### src/logic/fm_mix_settings.svh
`ifndef FM_MIX_SETTINGS_SVH
`define FM_MIX_SETTINGS_SVH

// Channels per operator group
`define FM_CHANNELS 6

// Slots in one full round, four groups of six
`define FM_SLOTS 24

// Stereo frames buffered ahead of the DAC
`define FIFO_DEPTH 8

// Credits held by the sender after reset
`define DAC_CREDITS 4

`endif

### src/logic/fm_mix_pkg.sv
package fm_mix_pkg;

	// One operator output from the external pipeline
	typedef logic signed [8:0] op_t;

	// Channel sum, room for four carriers
	typedef logic signed [10:0] ch_sum_t;

	// One stereo side, six channels summed
	typedef logic signed [13:0] mix_t;

	// Channel index 0..5
	typedef logic [2:0] ch_t;

	// Operator connection algorithm
	typedef logic [2:0] alg_t;

	// Operator groups in the order the pipeline delivers them
	typedef enum logic [1:0] {
		GRP_S1 = 2'd0,	// Sum restart
		GRP_S3 = 2'd1,	// Frame accumulation
		GRP_S2 = 2'd2,	// Frame push on entry
		GRP_S4 = 2'd3	// Last group of the round
	} op_grp_e;

endpackage

### src/logic/slot_timer.sv
`timescale 1ns/1ps
`include "fm_mix_settings.svh"

module slot_timer (
	input  logic                clk,
	input  logic                rst,
	output fm_mix_pkg::op_grp_e grp,	// Group of the operator in this slot
	output fm_mix_pkg::ch_t     ch	// Channel of the operator in this slot
);

	// The slot count is kept as group (upper) and channel (lower) fields
	fm_mix_pkg::op_grp_e grp_nx;
	logic                ch_wrap;

	assign ch_wrap = (ch == fm_mix_pkg::ch_t'(`FM_CHANNELS - 1));	// Last channel of group

	// Visiting order follows the operator pipeline delay
	always_comb begin
		case (grp)
			fm_mix_pkg::GRP_S1: grp_nx = fm_mix_pkg::GRP_S3;
			fm_mix_pkg::GRP_S3: grp_nx = fm_mix_pkg::GRP_S2;
			fm_mix_pkg::GRP_S2: grp_nx = fm_mix_pkg::GRP_S4;
			default:            grp_nx = fm_mix_pkg::GRP_S1;	// S4 wraps to next round
		endcase
	end

	always_ff @(posedge clk) begin
		if (rst) begin
			grp <= fm_mix_pkg::GRP_S1;	// Slot 0
			ch  <= '0;
		end else begin
			if (ch_wrap) begin
				ch  <= '0;
				grp <= grp_nx;	// Step group every six clocks
			end else begin
				ch <= ch + fm_mix_pkg::ch_t'(1);
			end
		end
	end

endmodule

### src/logic/channel_regs.sv
`timescale 1ns/1ps
`include "fm_mix_settings.svh"

module channel_regs (
	input  logic             clk,
	input  logic             rst,
	input  logic             cfg_we,	// Config write strobe
	input  fm_mix_pkg::ch_t  cfg_ch,	// Channel being written
	input  fm_mix_pkg::alg_t cfg_alg,
	input  logic [1:0]       cfg_rl,	// Bit 1 left, bit 0 right
	input  logic             pcm_en_in,
	input  logic [7:0]       pcm_in,
	input  fm_mix_pkg::ch_t  ch,	// Current slot channel
	output fm_mix_pkg::alg_t alg,
	output logic [1:0]       rl,
	output logic             pcm_en,
	output logic [7:0]       pcm
);

	fm_mix_pkg::alg_t alg_r [`FM_CHANNELS];
	logic [1:0]       rl_r  [`FM_CHANNELS];
	logic             cfg_hit;

	assign cfg_hit = cfg_we && (cfg_ch < fm_mix_pkg::ch_t'(`FM_CHANNELS));	// Drop bad index

	always_ff @(posedge clk) begin
		if (rst) begin
			for (int i = 0; i < `FM_CHANNELS; i++) begin
				alg_r[i] <= '0;	// Algorithm 0
				rl_r[i]  <= 2'b11;	// Both sides on
			end
			pcm_en <= 1'b0;
		end else begin
			if (cfg_hit) begin
				alg_r[cfg_ch] <= cfg_alg;
				rl_r[cfg_ch]  <= cfg_rl;
			end
			pcm_en <= pcm_en_in;
		end
	end

	always_ff @(posedge clk) pcm <= pcm_in;	// PCM sample, plain data

	assign alg = alg_r[ch];	// Entry for the channel in this slot
	assign rl  = rl_r[ch];

endmodule

### src/logic/delay_line.sv
`timescale 1ns/1ps

module delay_line #(
	parameter int width  = 11,
	parameter int stages = 6
) (
	input  logic             clk,
	input  logic [width-1:0] din,
	output logic [width-1:0] dout	// din from stages clocks ago
);

	logic [width-1:0] sr [stages];

	always_ff @(posedge clk) begin
		sr[0] <= din;	// Entry stage
		for (int i = 1; i < stages; i++) begin
			sr[i] <= sr[i-1];	// Shift toward output
		end
	end

	assign dout = sr[stages-1];

endmodule

### src/logic/op_accum.sv
`timescale 1ns/1ps
`include "fm_mix_settings.svh"

module op_accum (
	input  logic                clk,
	input  logic                rst,
	input  fm_mix_pkg::op_t     op_result,	// Operator output for this slot
	input  fm_mix_pkg::op_grp_e grp,
	input  fm_mix_pkg::ch_t     ch,
	input  fm_mix_pkg::alg_t    alg,	// Algorithm of current channel
	input  logic [1:0]          rl,	// Panning of current channel
	input  logic                pcm_en,
	input  logic [7:0]          pcm,
	output logic                push,	// One pulse per round
	output fm_mix_pkg::mix_t    push_left,
	output fm_mix_pkg::mix_t    push_right
);

	logic                sum_en;	// Operator is a carrier
	logic                pcm_sel;
	logic                frame_start, frame_last;
	fm_mix_pkg::ch_sum_t op_ext, carrier, next, total, done;
	fm_mix_pkg::mix_t    ch_val, pan_l, pan_r;
	fm_mix_pkg::mix_t    acc_l, acc_r, acc_l_nx, acc_r_nx;

	// Carrier selection per algorithm
	always_comb begin
		case (alg)
			3'd4:       sum_en = (grp == fm_mix_pkg::GRP_S2) || (grp == fm_mix_pkg::GRP_S4);
			3'd5, 3'd6: sum_en = (grp != fm_mix_pkg::GRP_S1);	// S3, S2, S4
			3'd7:       sum_en = 1'b1;	// All four
			default:    sum_en = (grp == fm_mix_pkg::GRP_S4);	// Algorithms 0..3
		endcase
	end

	assign op_ext  = {{2{op_result[8]}}, op_result};	// Sign extend to 11 bits
	assign carrier = sum_en ? op_ext : '0;
	assign next    = (grp == fm_mix_pkg::GRP_S1) ? carrier : carrier + total;	// Restart in S1

	// Running partial sum, one entry per channel
	delay_line #(.width(11), .stages(6)) u_sum (
		.clk  (clk),
		.din  (next),
		.dout (total)
	);

	// During S1 total is the completed sum; hold it one group for S3
	delay_line #(.width(11), .stages(6)) u_done (
		.clk  (clk),
		.din  (total),
		.dout (done)
	);

	assign pcm_sel = pcm_en && (ch == fm_mix_pkg::ch_t'(`FM_CHANNELS - 1));	// Channel 6 only
	assign ch_val  = pcm_sel ? fm_mix_pkg::mix_t'({6'd0, pcm}) - 14'd128	// Offset binary
	                         : {{3{done[10]}}, done};

	assign pan_l = rl[1] ? ch_val : '0;
	assign pan_r = rl[0] ? ch_val : '0;

	assign frame_start = (ch == '0);
	assign frame_last  = (ch == fm_mix_pkg::ch_t'(`FM_CHANNELS - 1));
	assign acc_l_nx    = (frame_start ? fm_mix_pkg::mix_t'(0) : acc_l) + pan_l;	// First loads
	assign acc_r_nx    = (frame_start ? fm_mix_pkg::mix_t'(0) : acc_r) + pan_r;

	// Frame accumulator and pushed frame
	always_ff @(posedge clk) begin
		if (grp == fm_mix_pkg::GRP_S3) begin
			acc_l <= acc_l_nx;
			acc_r <= acc_r_nx;
			if (frame_last) begin
				push_left  <= acc_l_nx;	// Complete frame
				push_right <= acc_r_nx;
			end
		end
	end

	// Pulse lands on the first S2 slot
	always_ff @(posedge clk) begin
		if (rst) begin
			push <= 1'b0;
		end else begin
			push <= (grp == fm_mix_pkg::GRP_S3) && frame_last;
		end
	end

endmodule

### src/logic/sample_fifo.sv
`timescale 1ns/1ps
`include "fm_mix_settings.svh"

module sample_fifo (
	input  logic             clk,
	input  logic             rst,
	input  logic             push,
	input  fm_mix_pkg::mix_t push_left,
	input  fm_mix_pkg::mix_t push_right,
	input  logic             pop,	// Only when not empty
	output fm_mix_pkg::mix_t pop_left,	// Head entry
	output fm_mix_pkg::mix_t pop_right,
	output logic             empty,
	output logic             overflow	// Sticky until reset
);

	localparam int AW = $clog2(`FIFO_DEPTH);

	fm_mix_pkg::mix_t mem_l [`FIFO_DEPTH];
	fm_mix_pkg::mix_t mem_r [`FIFO_DEPTH];
	logic [AW-1:0]    wr_ptr, rd_ptr;
	logic [AW:0]      count;	// 0..FIFO_DEPTH
	logic             full, wr_en, rd_en;

	assign full  = (count == (AW+1)'(`FIFO_DEPTH));
	assign empty = (count == '0);
	assign wr_en = push && !full;	// Full drops the frame
	assign rd_en = pop && !empty;

	always_ff @(posedge clk) begin
		if (wr_en) begin
			mem_l[wr_ptr] <= push_left;
			mem_r[wr_ptr] <= push_right;
		end
	end

	always_ff @(posedge clk) begin
		if (rst) begin
			wr_ptr   <= '0;
			rd_ptr   <= '0;
			count    <= '0;
			overflow <= 1'b0;
		end else begin
			if (wr_en) begin
				wr_ptr <= (wr_ptr == AW'(`FIFO_DEPTH - 1)) ? '0 : wr_ptr + AW'(1);
			end
			if (rd_en) begin
				rd_ptr <= (rd_ptr == AW'(`FIFO_DEPTH - 1)) ? '0 : rd_ptr + AW'(1);
			end
			case ({wr_en, rd_en})
				2'b10:   count <= count + (AW+1)'(1);
				2'b01:   count <= count - (AW+1)'(1);
				default: count <= count;	// Both or neither
			endcase
			if (push && full) begin
				overflow <= 1'b1;	// Lost frame
			end
		end
	end

	assign pop_left  = mem_l[rd_ptr];
	assign pop_right = mem_r[rd_ptr];

endmodule

### src/logic/credit_sender.sv
`timescale 1ns/1ps
`include "fm_mix_settings.svh"

module credit_sender (
	input  logic             clk,
	input  logic             rst,
	input  logic             empty,
	input  fm_mix_pkg::mix_t pop_left,
	input  fm_mix_pkg::mix_t pop_right,
	input  logic             snd_credit,	// One credit back per pulse
	output logic             pop,
	output logic             snd_valid,	// One clock per sample
	output fm_mix_pkg::mix_t snd_left,
	output fm_mix_pkg::mix_t snd_right
);

	localparam int CW = $clog2(`DAC_CREDITS + 1);

	logic [CW-1:0] credits;	// Samples the DAC can still take

	assign pop = !empty && (credits != '0);

	always_ff @(posedge clk) begin
		if (rst) begin
			credits   <= CW'(`DAC_CREDITS);	// Full allowance
			snd_valid <= 1'b0;
		end else begin
			case ({snd_credit, pop})
				2'b10:   credits <= credits + CW'(1);	// Returned
				2'b01:   credits <= credits - CW'(1);	// Spent
				default: credits <= credits;	// Return and spend cancel
			endcase
			snd_valid <= pop;
		end
	end

	// Sample registered with its valid
	always_ff @(posedge clk) begin
		if (pop) begin
			snd_left  <= pop_left;
			snd_right <= pop_right;
		end
	end

endmodule

### src/logic/fm_mix_top.sv
`timescale 1ns/1ps

module fm_mix_top (
	input  logic             clk,
	input  logic             rst,
	input  fm_mix_pkg::op_t  op_result,
	input  logic             cfg_we,
	input  fm_mix_pkg::ch_t  cfg_ch,
	input  fm_mix_pkg::alg_t cfg_alg,
	input  logic [1:0]       cfg_rl,
	input  logic             pcm_en,
	input  logic [7:0]       pcm,
	input  logic             snd_credit,
	output logic             snd_valid,
	output fm_mix_pkg::mix_t snd_left,
	output fm_mix_pkg::mix_t snd_right,
	output logic             overflow
);

	fm_mix_pkg::op_grp_e grp;	// Slot position
	fm_mix_pkg::ch_t     ch;
	fm_mix_pkg::alg_t    cur_alg;	// Current channel config
	logic [1:0]          cur_rl;
	logic                cur_pcm_en;	// Registered PCM controls
	logic [7:0]          cur_pcm;
	logic                push;	// Producer to FIFO
	fm_mix_pkg::mix_t    push_left, push_right;
	logic                pop, empty;	// FIFO to sender
	fm_mix_pkg::mix_t    pop_left, pop_right;

	slot_timer u_slot_timer (
		.clk (clk),
		.rst (rst),
		.grp (grp),
		.ch  (ch)
	);

	channel_regs u_channel_regs (
		.clk       (clk),
		.rst       (rst),
		.cfg_we    (cfg_we),
		.cfg_ch    (cfg_ch),
		.cfg_alg   (cfg_alg),
		.cfg_rl    (cfg_rl),
		.pcm_en_in (pcm_en),
		.pcm_in    (pcm),
		.ch        (ch),
		.alg       (cur_alg),
		.rl        (cur_rl),
		.pcm_en    (cur_pcm_en),
		.pcm       (cur_pcm)
	);

	op_accum u_op_accum (
		.clk        (clk),
		.rst        (rst),
		.op_result  (op_result),
		.grp        (grp),
		.ch         (ch),
		.alg        (cur_alg),
		.rl         (cur_rl),
		.pcm_en     (cur_pcm_en),
		.pcm        (cur_pcm),
		.push       (push),
		.push_left  (push_left),
		.push_right (push_right)
	);

	sample_fifo u_sample_fifo (
		.clk        (clk),
		.rst        (rst),
		.push       (push),
		.push_left  (push_left),
		.push_right (push_right),
		.pop        (pop),
		.pop_left   (pop_left),
		.pop_right  (pop_right),
		.empty      (empty),
		.overflow   (overflow)
	);

	credit_sender u_credit_sender (
		.clk        (clk),
		.rst        (rst),
		.empty      (empty),
		.pop_left   (pop_left),
		.pop_right  (pop_right),
		.snd_credit (snd_credit),
		.pop        (pop),
		.snd_valid  (snd_valid),
		.snd_left   (snd_left),
		.snd_right  (snd_right)
	);

endmodule

### config.mk
export PLATFORM = sky130hd
export DESIGN_NAME = fm_mix_top
export DESIGN_NICKNAME = d
export VERILOG_FILES = /design/src/logic/fm_mix_pkg.sv /design/src/logic/slot_timer.sv /design/src/logic/channel_regs.sv /design/src/logic/delay_line.sv /design/src/logic/op_accum.sv /design/src/logic/sample_fifo.sv /design/src/logic/credit_sender.sv /design/src/logic/fm_mix_top.sv
export VERILOG_INCLUDE_DIRS = /design/src /design/src/logic
export SDC_FILE = /design/constraint.sdc
export NUM_CORES = 1
export LEC_CHECK = 0
export BUFFER_PORTS_ARGS = -buffer_cell sky130_fd_sc_hd__buf_2
export CORE_MARGIN = 5
export CORE_UTILIZATION = 25
export CTS_BUF_LIST = sky130_fd_sc_hd__clkbuf_16
export DETAILED_ROUTE_END_ITERATION = 10
export SLEW_MARGIN = 15
export SYNTH_ARGS = -nofsm -noshare
export SYNTH_HDL_FRONTEND = slang
export SYNTH_SLANG_ARGS = --single-unit
### constraint.sdc
create_clock -name clk -period 5.5 [get_ports clk]
set_input_delay 0.275 -clock clk [delete_from_list [all_inputs] [get_ports clk]]
set_output_delay 0.275 -clock clk [all_outputs]
set_load 0.02 [all_outputs]
==> reports/metrics.yaml, run 1 <==
power:
  pwr-share-seq: 0.475
  comb_power_share: 0.170
  share_clk_of_total_power: 0.356
  ir_drop_v: 0.0002616
  power.share.switching: 0.2572
  p_int_mw: 7.323
  power_density_nw_per_um2: 443.2
  switching_power_mw: 2.535
  power.leakage_nw: 7.880
cts:
  cts_sinks: 510
  clock_root_buffer: "clkbuf_16"
  postCtsResizedCells: 0
  cts.htree.levels: 2
  cts_made_buffers: 51
  clock_tree_from_tritoncts: "built"
  worst_setup_hold_path_clk_slew_ns: 0.06
  clk_latency_ns: 0.62
  clockBufferDepth: 3
timing:
  max_slew_margin: 0.3947
  timing.final.max_slew_violations: 0
  timing.final.setup_violations: 0
  rsz0062_at_grt: "false"
  timing_worst_slew_pin_value_ns: 0.9079
  setup_tns_ns: 0
  finalHoldViolations: 0
  final_period_minus_worst_setup_slack_ns: 4.510
  maxClockFrequency_ghz: 0.2217
  period_share: 0.8200
  clock-skew-final_ns: 0.05702
die:
  floorplan.die.width_microns: 283.7
  initial_utilization: 0.2519
  core-area_sq_um: 74320
  design.die.area_sq_um: 80470
  num_rows: 100
  die_height_microns: 283.7
  design.portCount: 60
detailed_routing:
  antenna_violation_net_count_after_detailed_routing: 0
  drtPass1Iterations: 4
  drtIter0Drc: 355
  vias: 9100
  detail_route.wirelength_microns: 34550
  avgViaCountPerCell: 4.097
  route.detailed.drc: 0
  wl_per_cell_microns: 15.56
finish:
  final_cell_mix: "348 x edfxtp_1, 160 x dfxtp_1, 66 x mux4_2, 59 x buf_2, 53 x clkbuf_16"
  final_util: 0.2993
  drive_gt1_frac: 0.2166
  nets: 1296
  layout_commonest_cell: "edfxtp_1"
  area_growth_syn_to_layout_pct: 18.80
grt:
  globalRouteTotalUtil: 0.08571
  vias_in_the_first_global_route: 9646
  grt_first_pass_wirelength_microns: 55210
  antenna_violations_before_repair: 7
  grt_overflow: 0
  grt_start_max_net_pins: 54
place:
  place_congestion: 0.7918
  dp_hpwl_microns: 21490
  port_buffers: 59
worst_setup_path:
  worstReg2RegStart: "u_slot_timer.ch[1]"
  critPathMaxFanout: 12
  worst_endpoint_data_arrival_time_ns: 4.81
  worst_setup_path_end_kind: "register"
  cp_launch_point: "u_slot_timer.ch[1]"
  timing.critical_path.required_ns: 5.80
  cp-start-kind: "register"
  setup_crit_path_kind: "reg -> reg"
synthesis:
  syn_area_per_cell_sq_um: 17.24
  ys.flop_type: "edfxtp_1"
  ys_ff_latch: 510
  synthesis.area_sq_um: 18720
  synth-edff-count: 348
  synth-async-reset-ratio: 0
  ys_types: 53
  seq_area_frac_synth: 0.7314
  yosys_warnings: 0
  synthesis.instances: 1086
run:
  maxCapViolations: 0
hold_path:
  hold_path.class: "in -> reg"
  min_from: "cfg_alg[1]"
run_status:
  status: "finished, final reports clean"
## routing by layer
layer / part of all wire / global-route usage / vias to the layer above
met1: 0.46 / 0.1127 / 4528
met5: 0.00061 / 0 / -
met3: 0.042 / 0.01767 / 61
li1: - / - / 4336
met4: 0.022 / 0.02582 / 4
met2: 0.47 / 0.1433 / 171
## final timing paths
kind	depth (start not counted)	endpoint	slack, ns
worst max-delay path	15	u_op_accum.acc_l[11]	0.99
worst max register to register	15	u_op_accum.acc_l[11]	0.99
worst min-delay path	2	u_channel_regs.alg_r[2][1]	0.04
worst min register to register	0	u_op_accum.u_done.sr[3][7]	0.29
## cells in the mapped netlist (3+ instances only)
library cell	number	area share
or3_1	4	0.0013
or2_2	8	0.0027
o21ai_0	23	0.0061
fa_1	5	0.0053
a31oi_1	5	0.0017
a21o_1	11	0.0044
buf_2	7	0.0019
nand2_1	23	0.0046
nand2b_1	12	0.0040
dfxtp_1	162	0.17
xnor2_1	23	0.011
nand3b_1	3	0.0012
mux2i_1	17	0.0091
nor2b_1	9	0.0030
mux4_2	66	0.079
nor4_1	3	0.0010
and3_1	6	0.0020
clkbuf_1	22	0.0044
nand3_1	9	0.0024
inv_1	32	0.0064
o21a_1	11	0.0044
nor3_1	14	0.0037
a211oi_1	3	0.0012
ha_1	51	0.034
nor2_1	55	0.011
edfxtp_1	348	0.56
xor2_1	16	0.0075
mux2_2	30	0.018
a21oi_1	31	0.0083
and2_1	48	0.016
## what timing repair did
item | CTS | global route
buffers inserted | 0 | 0
hold buffers | 19 | 0
hold endpoints to repair | 22 | 0
## logic make-up after synthesis
logic type | share of synthesized area
compound gates | 0.03214
xor+xnor | 0.01824
fa+ha+maj | 0.03943
buf+inv | 0.01370
flops | 0.7314
mux | 0.1065
other cells | 0.0002003
simple gates | 0.05841
## stage by stage
stage          setup slack [ns]  cells  power (mW)  instance area (sq um)  hold slack (ns)
2_1_floorplan             1.581   1095       5.963                  18760           0.3027
3_3_place_gp              1.114   2107       6.424                  20300           0.3097
3_5_place_dp             0.9752   2107       6.471                  20300           0.3121
4_1_cts                  0.9696   2220       10.03                  22240         0.005346
5_1_grt                  0.5564   2220       10.35                  22240          0.03186
6_report                 0.9900   2221       9.858                  22240          0.04422
## area by class of cell
class / count / area, sq um
repair buffers: 94 / 605.6
multi-input cells: 521 / 4852
flip-flops and latches: 510 / 13700
diodes: 1 / 2.502
clock inverters: 41 / 426.7
clock buffers: 53 / 1326
inverters: 32 / 120.1
well taps: 969 / 1212
fillers: 7279 / 52080
## state kept, by name, indices dropped and copies added, names as in the netlist, 16 cells and up
signal                cells
u_channel_regs.rl_r      16
u_sample_fifo.mem_r     112
u_op_accum.u_sum.sr      66
u_sample_fifo.mem_l     112
u_channel_regs.alg_r     24
u_op_accum.u_done.sr     66
## power by group through the flow
| stage | clock network, mW | registers [mW] | logic [mW] |
|---|---|---|---|
| after floorplan | 0 | 4.81 | 1.15 |
| after global placement | 0 | 4.77 | 1.65 |
| after detailed placement | 0 | 4.78 | 1.69 |
| after CTS | 3.62 | 4.70 | 1.71 |
| after global routing | 3.78 | 4.73 | 1.84 |
| final | 3.51 | 4.68 | 1.67 |
## critical path, stage by stage, from the launching register on
cell and delay [ns]:
dfxtp_1 0.69, inv_1 0.14, ha_1 0.23, and2_1 0.24, nand2_1 0.41, mux2i_1 0.18
or2_2 0.34, inv_1 0.07, ha_1 0.21, a21o_1 0.18, a21oi_1 0.21, nor2b_1 0.10
o41a_1 0.43, a31oi_1 0.32, nor4bb_1 0.09, or3_1 0.40
Power figures use the tool's default switching activity.
==> inputs of run 2 (changes only) <==
clock period = 4.3 ns   (was 5.5 ns; I/O delays follow)
==> run 2 against run 1 <==
Compared with the run above: design area increased by 0.31%; non-clock buffer count increased by 15; critical path depth unchanged; critical endpoint is now u_op_accum.push_left[11]; global-route usage about the same; fmax increased by 17%; power increased by 27%; flip-flop and latch count unchanged; count of clock-buffer cells in the layout increased by 2; hold slack improved by 0.0067 ns; die area unchanged.
==> reports/metrics.yaml, run 2 (same netlist as run 1, synthesis figures left out) <==
timing:
  timing.final.max_slew_violations: 0  # unchanged
  maxClockFrequency_ghz: 0.2604  # was 0.2217 GHz
  max_slew_margin: 0.3941  # was 0.3947
  clock-skew-final_ns: 0.03556  # was 0.05702 ns
  timing_worst_slew_pin_value_ns: 0.9088  # was 0.9079 ns
  period_share: 0.8931  # was 0.8200
  finalHoldViolations: 0  # unchanged
  timing.final.setup_violations: 0  # unchanged
  final_period_minus_worst_setup_slack_ns: 3.840  # was 4.510 ns
  rsz0062_at_grt: "false"  # unchanged
  setup_tns_ns: 0  # unchanged
finish:
  final_cell_mix: "348 x edfxtp_1, 160 x dfxtp_1, 66 x mux4_2, 59 x buf_2, 55 x clkbuf_16"  # was 348 x edfxtp_1, 160 x dfxtp_1, 66 x mux4_2, 59 x buf_2, 53 x clkbuf_16
  layout_commonest_cell: "edfxtp_1"  # unchanged
  nets: 1311  # was 1296
  drive_gt1_frac: 0.2242  # was 0.2166
  area_growth_syn_to_layout_pct: 19.17  # was 18.80%
  fin_area_sq_um: 22310  # was 22240 sq um
  largest_registers: "u_sample_fifo.mem_l x112, u_sample_fifo.mem_r x112"  # unchanged
grt:
  grt_overflow: 0  # unchanged
  grt_start_max_net_pins: 45  # was 54
  globalRouteTotalUtil: 0.08600  # was 0.08571
  antenna_violations_before_repair: 6  # was 7
  vias_in_the_first_global_route: 9735  # was 9646
  grt_first_pass_wirelength_microns: 55140  # was 55210 microns
power:
  power.leakage_nw: 7.920  # was 7.880 nW
  share_clk_of_total_power: 0.349  # was 0.356
  switching_power_mw: 3.228  # was 2.535 mW
  p_total_mw: 12.50  # was 9.858 mW
  comb_power_share: 0.166  # was 0.170
  p_int_mw: 9.274  # was 7.323 mW
  power_density_nw_per_um2: 560.4  # was 443.2 nW/um^2
  pwr-share-seq: 0.485  # was 0.475
  ir_drop_v: 0.0002696  # was 0.0002616 V
  power.share.switching: 0.2582  # was 0.2572
worst_setup_path:
  critPathMaxFanout: 10  # was 12
  reg2reg_slack_ns: 0.46  # was 0.99 ns
  worst_setup_path_end_kind: "register"  # unchanged
  cp-start-kind: "register"  # unchanged
  critical_path.most_common_cell: "ha_1"
  setup_crit_path_kind: "reg -> reg"  # unchanged
  worst_path_max_delay_cell: "o41a_1"  # was dfxtp_1
  timing.critical_path.required_ns: 4.63  # was 5.80 ns
  worst_path_largest_cell_delay_ns: 0.43  # was 0.69 ns
  worst_endpoint_data_arrival_time_ns: 4.17  # was 4.81 ns
  crit_chain: "buf_4 -> ha_1 -> and2_2 -> nand2_1 -> mux2i_1 -> or2_2 -> inv_1 -> ha_1 -> a21o_1 -> a21oi_1 -> nor2b_1 -> o41a_1 -> a31oi_1 -> nor4bb_1 -> or3_1"  # was inv_1 -> ha_1 -> and2_1 -> nand2_1 -> mux2i_1 -> or2_2 -> inv_1 -> ha_1 -> a21o_1 -> a21oi_1 -> nor2b_1 -> o41a_1 -> a31oi_1 -> nor4bb_1 -> or3_1
cts:
  clockBufferDepth: 3  # unchanged
  cts_sinks: 510  # unchanged
  cts_setup_buffers: 0  # unchanged
  clock_tree_from_tritoncts: "built"  # unchanged
  cts.htree.levels: 2  # unchanged
  clk_latency_ns: 0.60  # was 0.62 ns
  cts_made_buffers: 51  # unchanged
  worst_setup_hold_path_clk_slew_ns: 0.07  # was 0.06 ns
  clock_root_buffer: "clkbuf_16"  # unchanged
place:
  dp_hpwl_microns: 21950  # was 21490 microns
  place_congestion: 0.7794  # was 0.7918
  port_buffers: 59  # unchanged
  placedInstanceArea_sq_um: 20380  # was 20300 sq um
detailed_routing:
  wl_per_cell_microns: 15.52  # was 15.56 microns
  drtIter0Drc: 445  # was 355
  route.detailed.drc: 0  # unchanged
  drtPass1Iterations: 4  # unchanged
  antenna_violation_net_count_after_detailed_routing: 0  # unchanged
  detail_route.wirelength_microns: 34770  # was 34550 microns
  vias: 9208  # was 9100
  avgViaCountPerCell: 4.109  # was 4.097
run:
  maxCapViolations: 0  # unchanged
die:
  num_rows: 100  # unchanged
  floorplan.die.width_microns: 283.7  # unchanged
  die_height_microns: 283.7  # unchanged
  design.portCount: 60  # unchanged
  core-area_sq_um: 74320  # unchanged
  initial_utilization: 0.2519  # unchanged
  design.die.area_sq_um: 80470  # unchanged
hold_path:
  hold_path.class: "in -> reg"  # unchanged
run_status:
  status: "finished, final reports clean"  # unchanged
[run 2: cell types whose count changed in the layout (fill, tap and decap cells not counted), moves of 3 or more]
cell	previous run	this run
diode_2	1	5
bufinv_16	6	3
inv_1	41	38
buf_4	16	27
dlygate4sd3_1	19	23
clkinv_1	8	11
[run 2: final cells by class]
| type | count | area (sq um) |
|---|---|---|
| diodes | 5 | 12.51 |
| clock buffers | 55 | 1376 |
| clock inverters | 40 | 309.0 |
| fillers | 7371 | 52010 |
| inverters | 32 | 120.1 |
| multi-input cells | 521 | 4853 |
| flip-flops and latches | 510 | 13700 |
| well taps | 969 | 1212 |
| repair buffers | 109 | 728.2 |
[run 2: worst max-delay path: cells and delay by family, from the launching register on]
| kind | cells | cell delay (ns) |
|---|---|---|
| buf+inv | 2 | 0.26 |
| simple gates | 6 | 1.29 |
| mux | 1 | 0.14 |
| fa+ha+maj | 2 | 0.42 |
| compound gates | 4 | 1.16 |
| flops | 1 | 0.31 |
[run 2: what timing repair did]
item                                   4_1_cts  5_1_grt
endpoints found under the hold margin       45        0
setup endpoints to repair                    0        2
gates resized for setup                      0        1
hold buffers                                23        0
[run 2: worst paths after layout]
kind | from | end | depth (start not counted)
worst max-delay path | u_slot_timer.ch[0] | u_op_accum.push_left[11] | 15
worst min-delay path | cfg_ch[2] | u_channel_regs.alg_r[4][1] | 2
worst max register to register | u_slot_timer.ch[0] | u_op_accum.push_left[11] | 15
worst min register to register | u_op_accum.u_sum.sr[3][0] | u_op_accum.u_sum.sr[4][0] | 0
[run 2: through the flow]
stage	setup WS, ns	std cells	utilization	hold slack, ns
after floorplan	0.3808	1095	-	0.2427
after global placement	0.4813	2118	0.2742	0.3097
after detailed placement	0.3875	2118	0.2742	0.3121
after CTS	0.3841	2236	0.3000	0.006273
after global routing	0.06925	2240	0.3002	0.03727
final	0.4598	2241	0.3002	0.05092
[run 2: power by group through the flow]
stage / logic, mW / clock network [mW] / registers, mW
CTS: 2.14 / 4.50 / 6.09
global route: 2.29 / 4.73 / 6.14
detailed placement: 2.11 / 0 / 6.20
finish: 2.07 / 4.36 / 6.07
global placement: 2.05 / 0 / 6.20
floorplan: 1.47 / 0 / 6.15
[run 2: layer usage]
layer	part of all wire	vias to the layer above	GRT usage
li1	-	4380	-
met1	0.44	4608	0.1095
met2	0.49	169	0.1464
met3	0.046	49	0.01952
met4	0.021	2	0.02632
met5	0.00046	-	0
==> inputs of run 3 (changes only) <==
PLACE_DENSITY = 0.42   (was default)
==> run 3 against run 2 <==
Compared with the run above: flip-flop and latch count is the same; register-to-register slack got worse by 0.08 ns; clock power grew 2%; combinational power grew 3%; count of clock-buffer cells in the layout is 4 higher; via count fell by 1.3%; worst setup slack lost 0.078 ns; hold slack better by 0.0076 ns; largest cell class unchanged.
==> reports/metrics.yaml, run 3 (same netlist as run 1, synthesis figures left out) <==
run_status:
  status: "finished, final reports clean"  # unchanged
worst_setup_path:
  setup_crit_path_kind: "reg -> reg"  # unchanged
  cp-start-kind: "register"  # unchanged
  crit_cells: 14  # was 15
  worst_endpoint_data_arrival_time_ns: 4.26  # was 4.17 ns
  regToRegEndpoint: "u_op_accum.acc_r[10]"  # was u_op_accum.push_left[11]
  critPathMaxFanout: 11  # was 10
  worst_path_largest_cell_delay_ns: 0.61  # was 0.43 ns
  timing.critical_path.required_ns: 4.65  # was 4.63 ns
  worst_setup_path_end_kind: "register"  # unchanged
  worstPathBufferInverterCount: 2  # unchanged
  reg2reg_slack_ns: 0.38  # was 0.46 ns
  critical_path.most_common_cell: "o21ai_0"  # was ha_1
  worstReg2RegStart: "u_slot_timer.ch[0]"  # unchanged
  crit_chain: "mux4_2 -> mux2i_1 -> buf_4 -> nor2_1 -> ha_1 -> inv_1 -> fa_1 -> nor2b_1 -> o21a_1 -> o21ai_0 -> a21oi_1 -> o21ai_0 -> or4b_2 -> o311ai_0"  # was buf_4 -> ha_1 -> and2_2 -> nand2_1 -> mux2i_1 -> or2_2 -> inv_1 -> ha_1 -> a21o_1 -> a21oi_1 -> nor2b_1 -> o41a_1 -> a31oi_1 -> nor4bb_1 -> or3_1
  worst_path_max_delay_cell: "or4b_2"  # was o41a_1
  r2r_depth: 14  # was 15
  timing.critical_path.max_delay_family: "compound AO/OA/AOI/OAI gates"  # was simple AND/OR/NAND/NOR gates
timing:
  max_slew_margin: 0.2694  # was 0.3941
  timing.final.max_slew_violations: 0  # unchanged
  period_share: 0.9113  # was 0.8931
  rsz0062_at_grt: "false"  # unchanged
  finalHoldViolations: 0  # unchanged
  maxClockFrequency_ghz: 0.2552  # was 0.2604 GHz
  timing.final.setup_violations: 0  # unchanged
  clock-skew-final_ns: 0.03459  # was 0.03556 ns
  timing_worst_slew_pin_value_ns: 1.094  # was 0.9088 ns
  final_period_minus_worst_setup_slack_ns: 3.918  # was 3.840 ns
  setup_tns_ns: 0  # unchanged
detailed_routing:
  avgViaCountPerCell: 4.047  # was 4.109
  drtIter0Drc: 474  # was 445
  top_layer: "met5"  # unchanged
  vias: 9086  # was 9208
  route.met3.wl_microns: 1668  # was 1613 microns
  wl_per_cell_microns: 16.56  # was 15.52 microns
  antenna_violation_net_count_after_detailed_routing: 0  # unchanged
  route.detailed.drc: 0  # unchanged
  routed-wl-met2_microns: 18310  # was 17030 microns
  detail_route.wirelength_microns: 37180  # was 34770 microns
  drtPass1Iterations: 4  # unchanged
  wl_met1_microns: 16210  # was 15370 microns
grt:
  grt_first_pass_wirelength_microns: 58100  # was 55140 microns
  antenna_violations_before_repair: 6  # unchanged
  vias_in_the_first_global_route: 9813  # was 9735
  grt_start_max_net_pins: 34  # was 45
  globalRouteTotalUtil: 0.09257  # was 0.08600
  grt_overflow: 0  # unchanged
cts:
  cts_made_buffers: 56  # was 51
  clk_latency_ns: 0.61  # was 0.60 ns
  cts.htree.levels: 2  # unchanged
  clock_tree_from_tritoncts: "built"  # unchanged
  worst_setup_hold_path_clk_slew_ns: 0.06  # was 0.07 ns
  clockBufferDepth: 3  # unchanged
  cts_sinks: 510  # unchanged
  clock_root_buffer: "clkbuf_16"  # unchanged
hold_path:
  hold_path.class: "in -> reg"  # unchanged
  min_from: "cfg_ch[2]"  # unchanged
  hold-path-cell-count: 2  # unchanged
  worst_hold_path.endpoint: "u_channel_regs.alg_r[4][0]"  # was u_channel_regs.alg_r[4][1]
finish:
  layout_commonest_cell: "edfxtp_1"  # unchanged
  area_growth_syn_to_layout_pct: 19.47  # was 19.17%
  num-fill-cells: 7395  # was 7371
  drive_gt1_frac: 0.2193  # was 0.2242
  final_util: 0.3010  # was 0.3002
  largest_registers: "u_sample_fifo.mem_l x112, u_sample_fifo.mem_r x112"  # unchanged
  nets: 1317  # was 1311
  final_cell_mix: "348 x edfxtp_1, 159 x dfxtp_1, 66 x mux4_2, 59 x clkbuf_16, 59 x buf_2"  # was 348 x edfxtp_1, 160 x dfxtp_1, 66 x mux4_2, 59 x buf_2, 55 x clkbuf_16
die:
  design.die.area_sq_um: 80470  # unchanged
  initial_utilization: 0.2519  # unchanged
  floorplan.die.width_microns: 283.7  # unchanged
  design.portCount: 60  # unchanged
  num_rows: 100  # unchanged
  core-area_sq_um: 74320  # unchanged
  die_height_microns: 283.7  # unchanged
place:
  port_buffers: 59  # unchanged
  place_congestion: 0.7309  # was 0.7794
  dp_hpwl_microns: 22950  # was 21950 microns
power:
  ir_drop_v: 0.0003072  # was 0.0002696 V
  power_density_nw_per_um2: 562.9  # was 560.4 nW/um^2
  power.leakage_nw: 7.941  # was 7.920 nW
run:
  maxCapViolations: 0  # unchanged
-- run 3: layout make-up --
| cell class | count | area [sq um] | share of cell area |
|---|---|---|---|
| multi-input cells | 521 | 4852 | 0.2169 |
| clock buffers | 59 | 1476 | 0.06600 |
| repair buffers | 110 | 753.2 | 0.03367 |
| well taps | 969 | 1212 | 0.05420 |
| inverters | 32 | 120.1 | 0.005370 |
| flip-flops and latches | 510 | 13700 | 0.6124 |
| diodes | 4 | 10.01 | 0.0004475 |
| clock inverters | 40 | 245.2 | 0.01096 |
-- run 3: where the power goes --
part	total [mW]	internal, mW	switching [mW]
registers	6.03	5.75	0.275
clock network	4.43	2.53	1.91
logic	2.13	1.02	1.11
total	12.6	9.30	3.29
-- run 3: what timing repair did --
item	in CTS	in global routing
resized for setup	0	1
hold buffers	25	0
hold endpoints to repair	44	0
setup buffers	0	0
endpoints found under the setup margin	0	4
-- run 3: through the flow --
step	hold WS [ns]	setup slack, ns	cells	power, mW	instance area, sq um
3_3_place_gp	0.3098	0.3263	2117	8.313	20390
5_1_grt	0.03284	0.1202	2244	13.29	22370
3_5_place_dp	0.3121	0.1807	2117	8.320	20390
4_1_cts	0.002396	0.2015	2241	12.87	22360
2_1_floorplan	0.2427	0.3808	1095	7.627	18760
6_report	0.05852	0.3816	2245	12.59	22370
-- run 3: per-layer routing --
metal | vias up | GRT usage
met3 | 68 | 0.02177
met1 | 4496 | 0.1137
met4 | 4 | 0.03271
li1 | 4382 | -
met5 | - | 0
met2 | 136 | 0.1598
-- run 3: worst max path at each step --
| stage | start | end | slack (ns) |
|---|---|---|---|
| after floorplan | u_sample_fifo.count[0] | u_sample_fifo.mem_l[0][0] | 0.38 |
| after CTS | u_slot_timer.ch[0] | u_op_accum.acc_r[10] | 0.20 |
| after global placement | u_slot_timer.ch[0] | u_op_accum.push_right[10] | 0.33 |
| final | u_slot_timer.ch[0] | u_op_accum.acc_r[10] | 0.38 |
| after detailed placement | u_slot_timer.ch[0] | u_op_accum.acc_r[10] | 0.18 |
| after global routing | u_slot_timer.ch[0] | u_op_accum.push_right[10] | 0.12 |
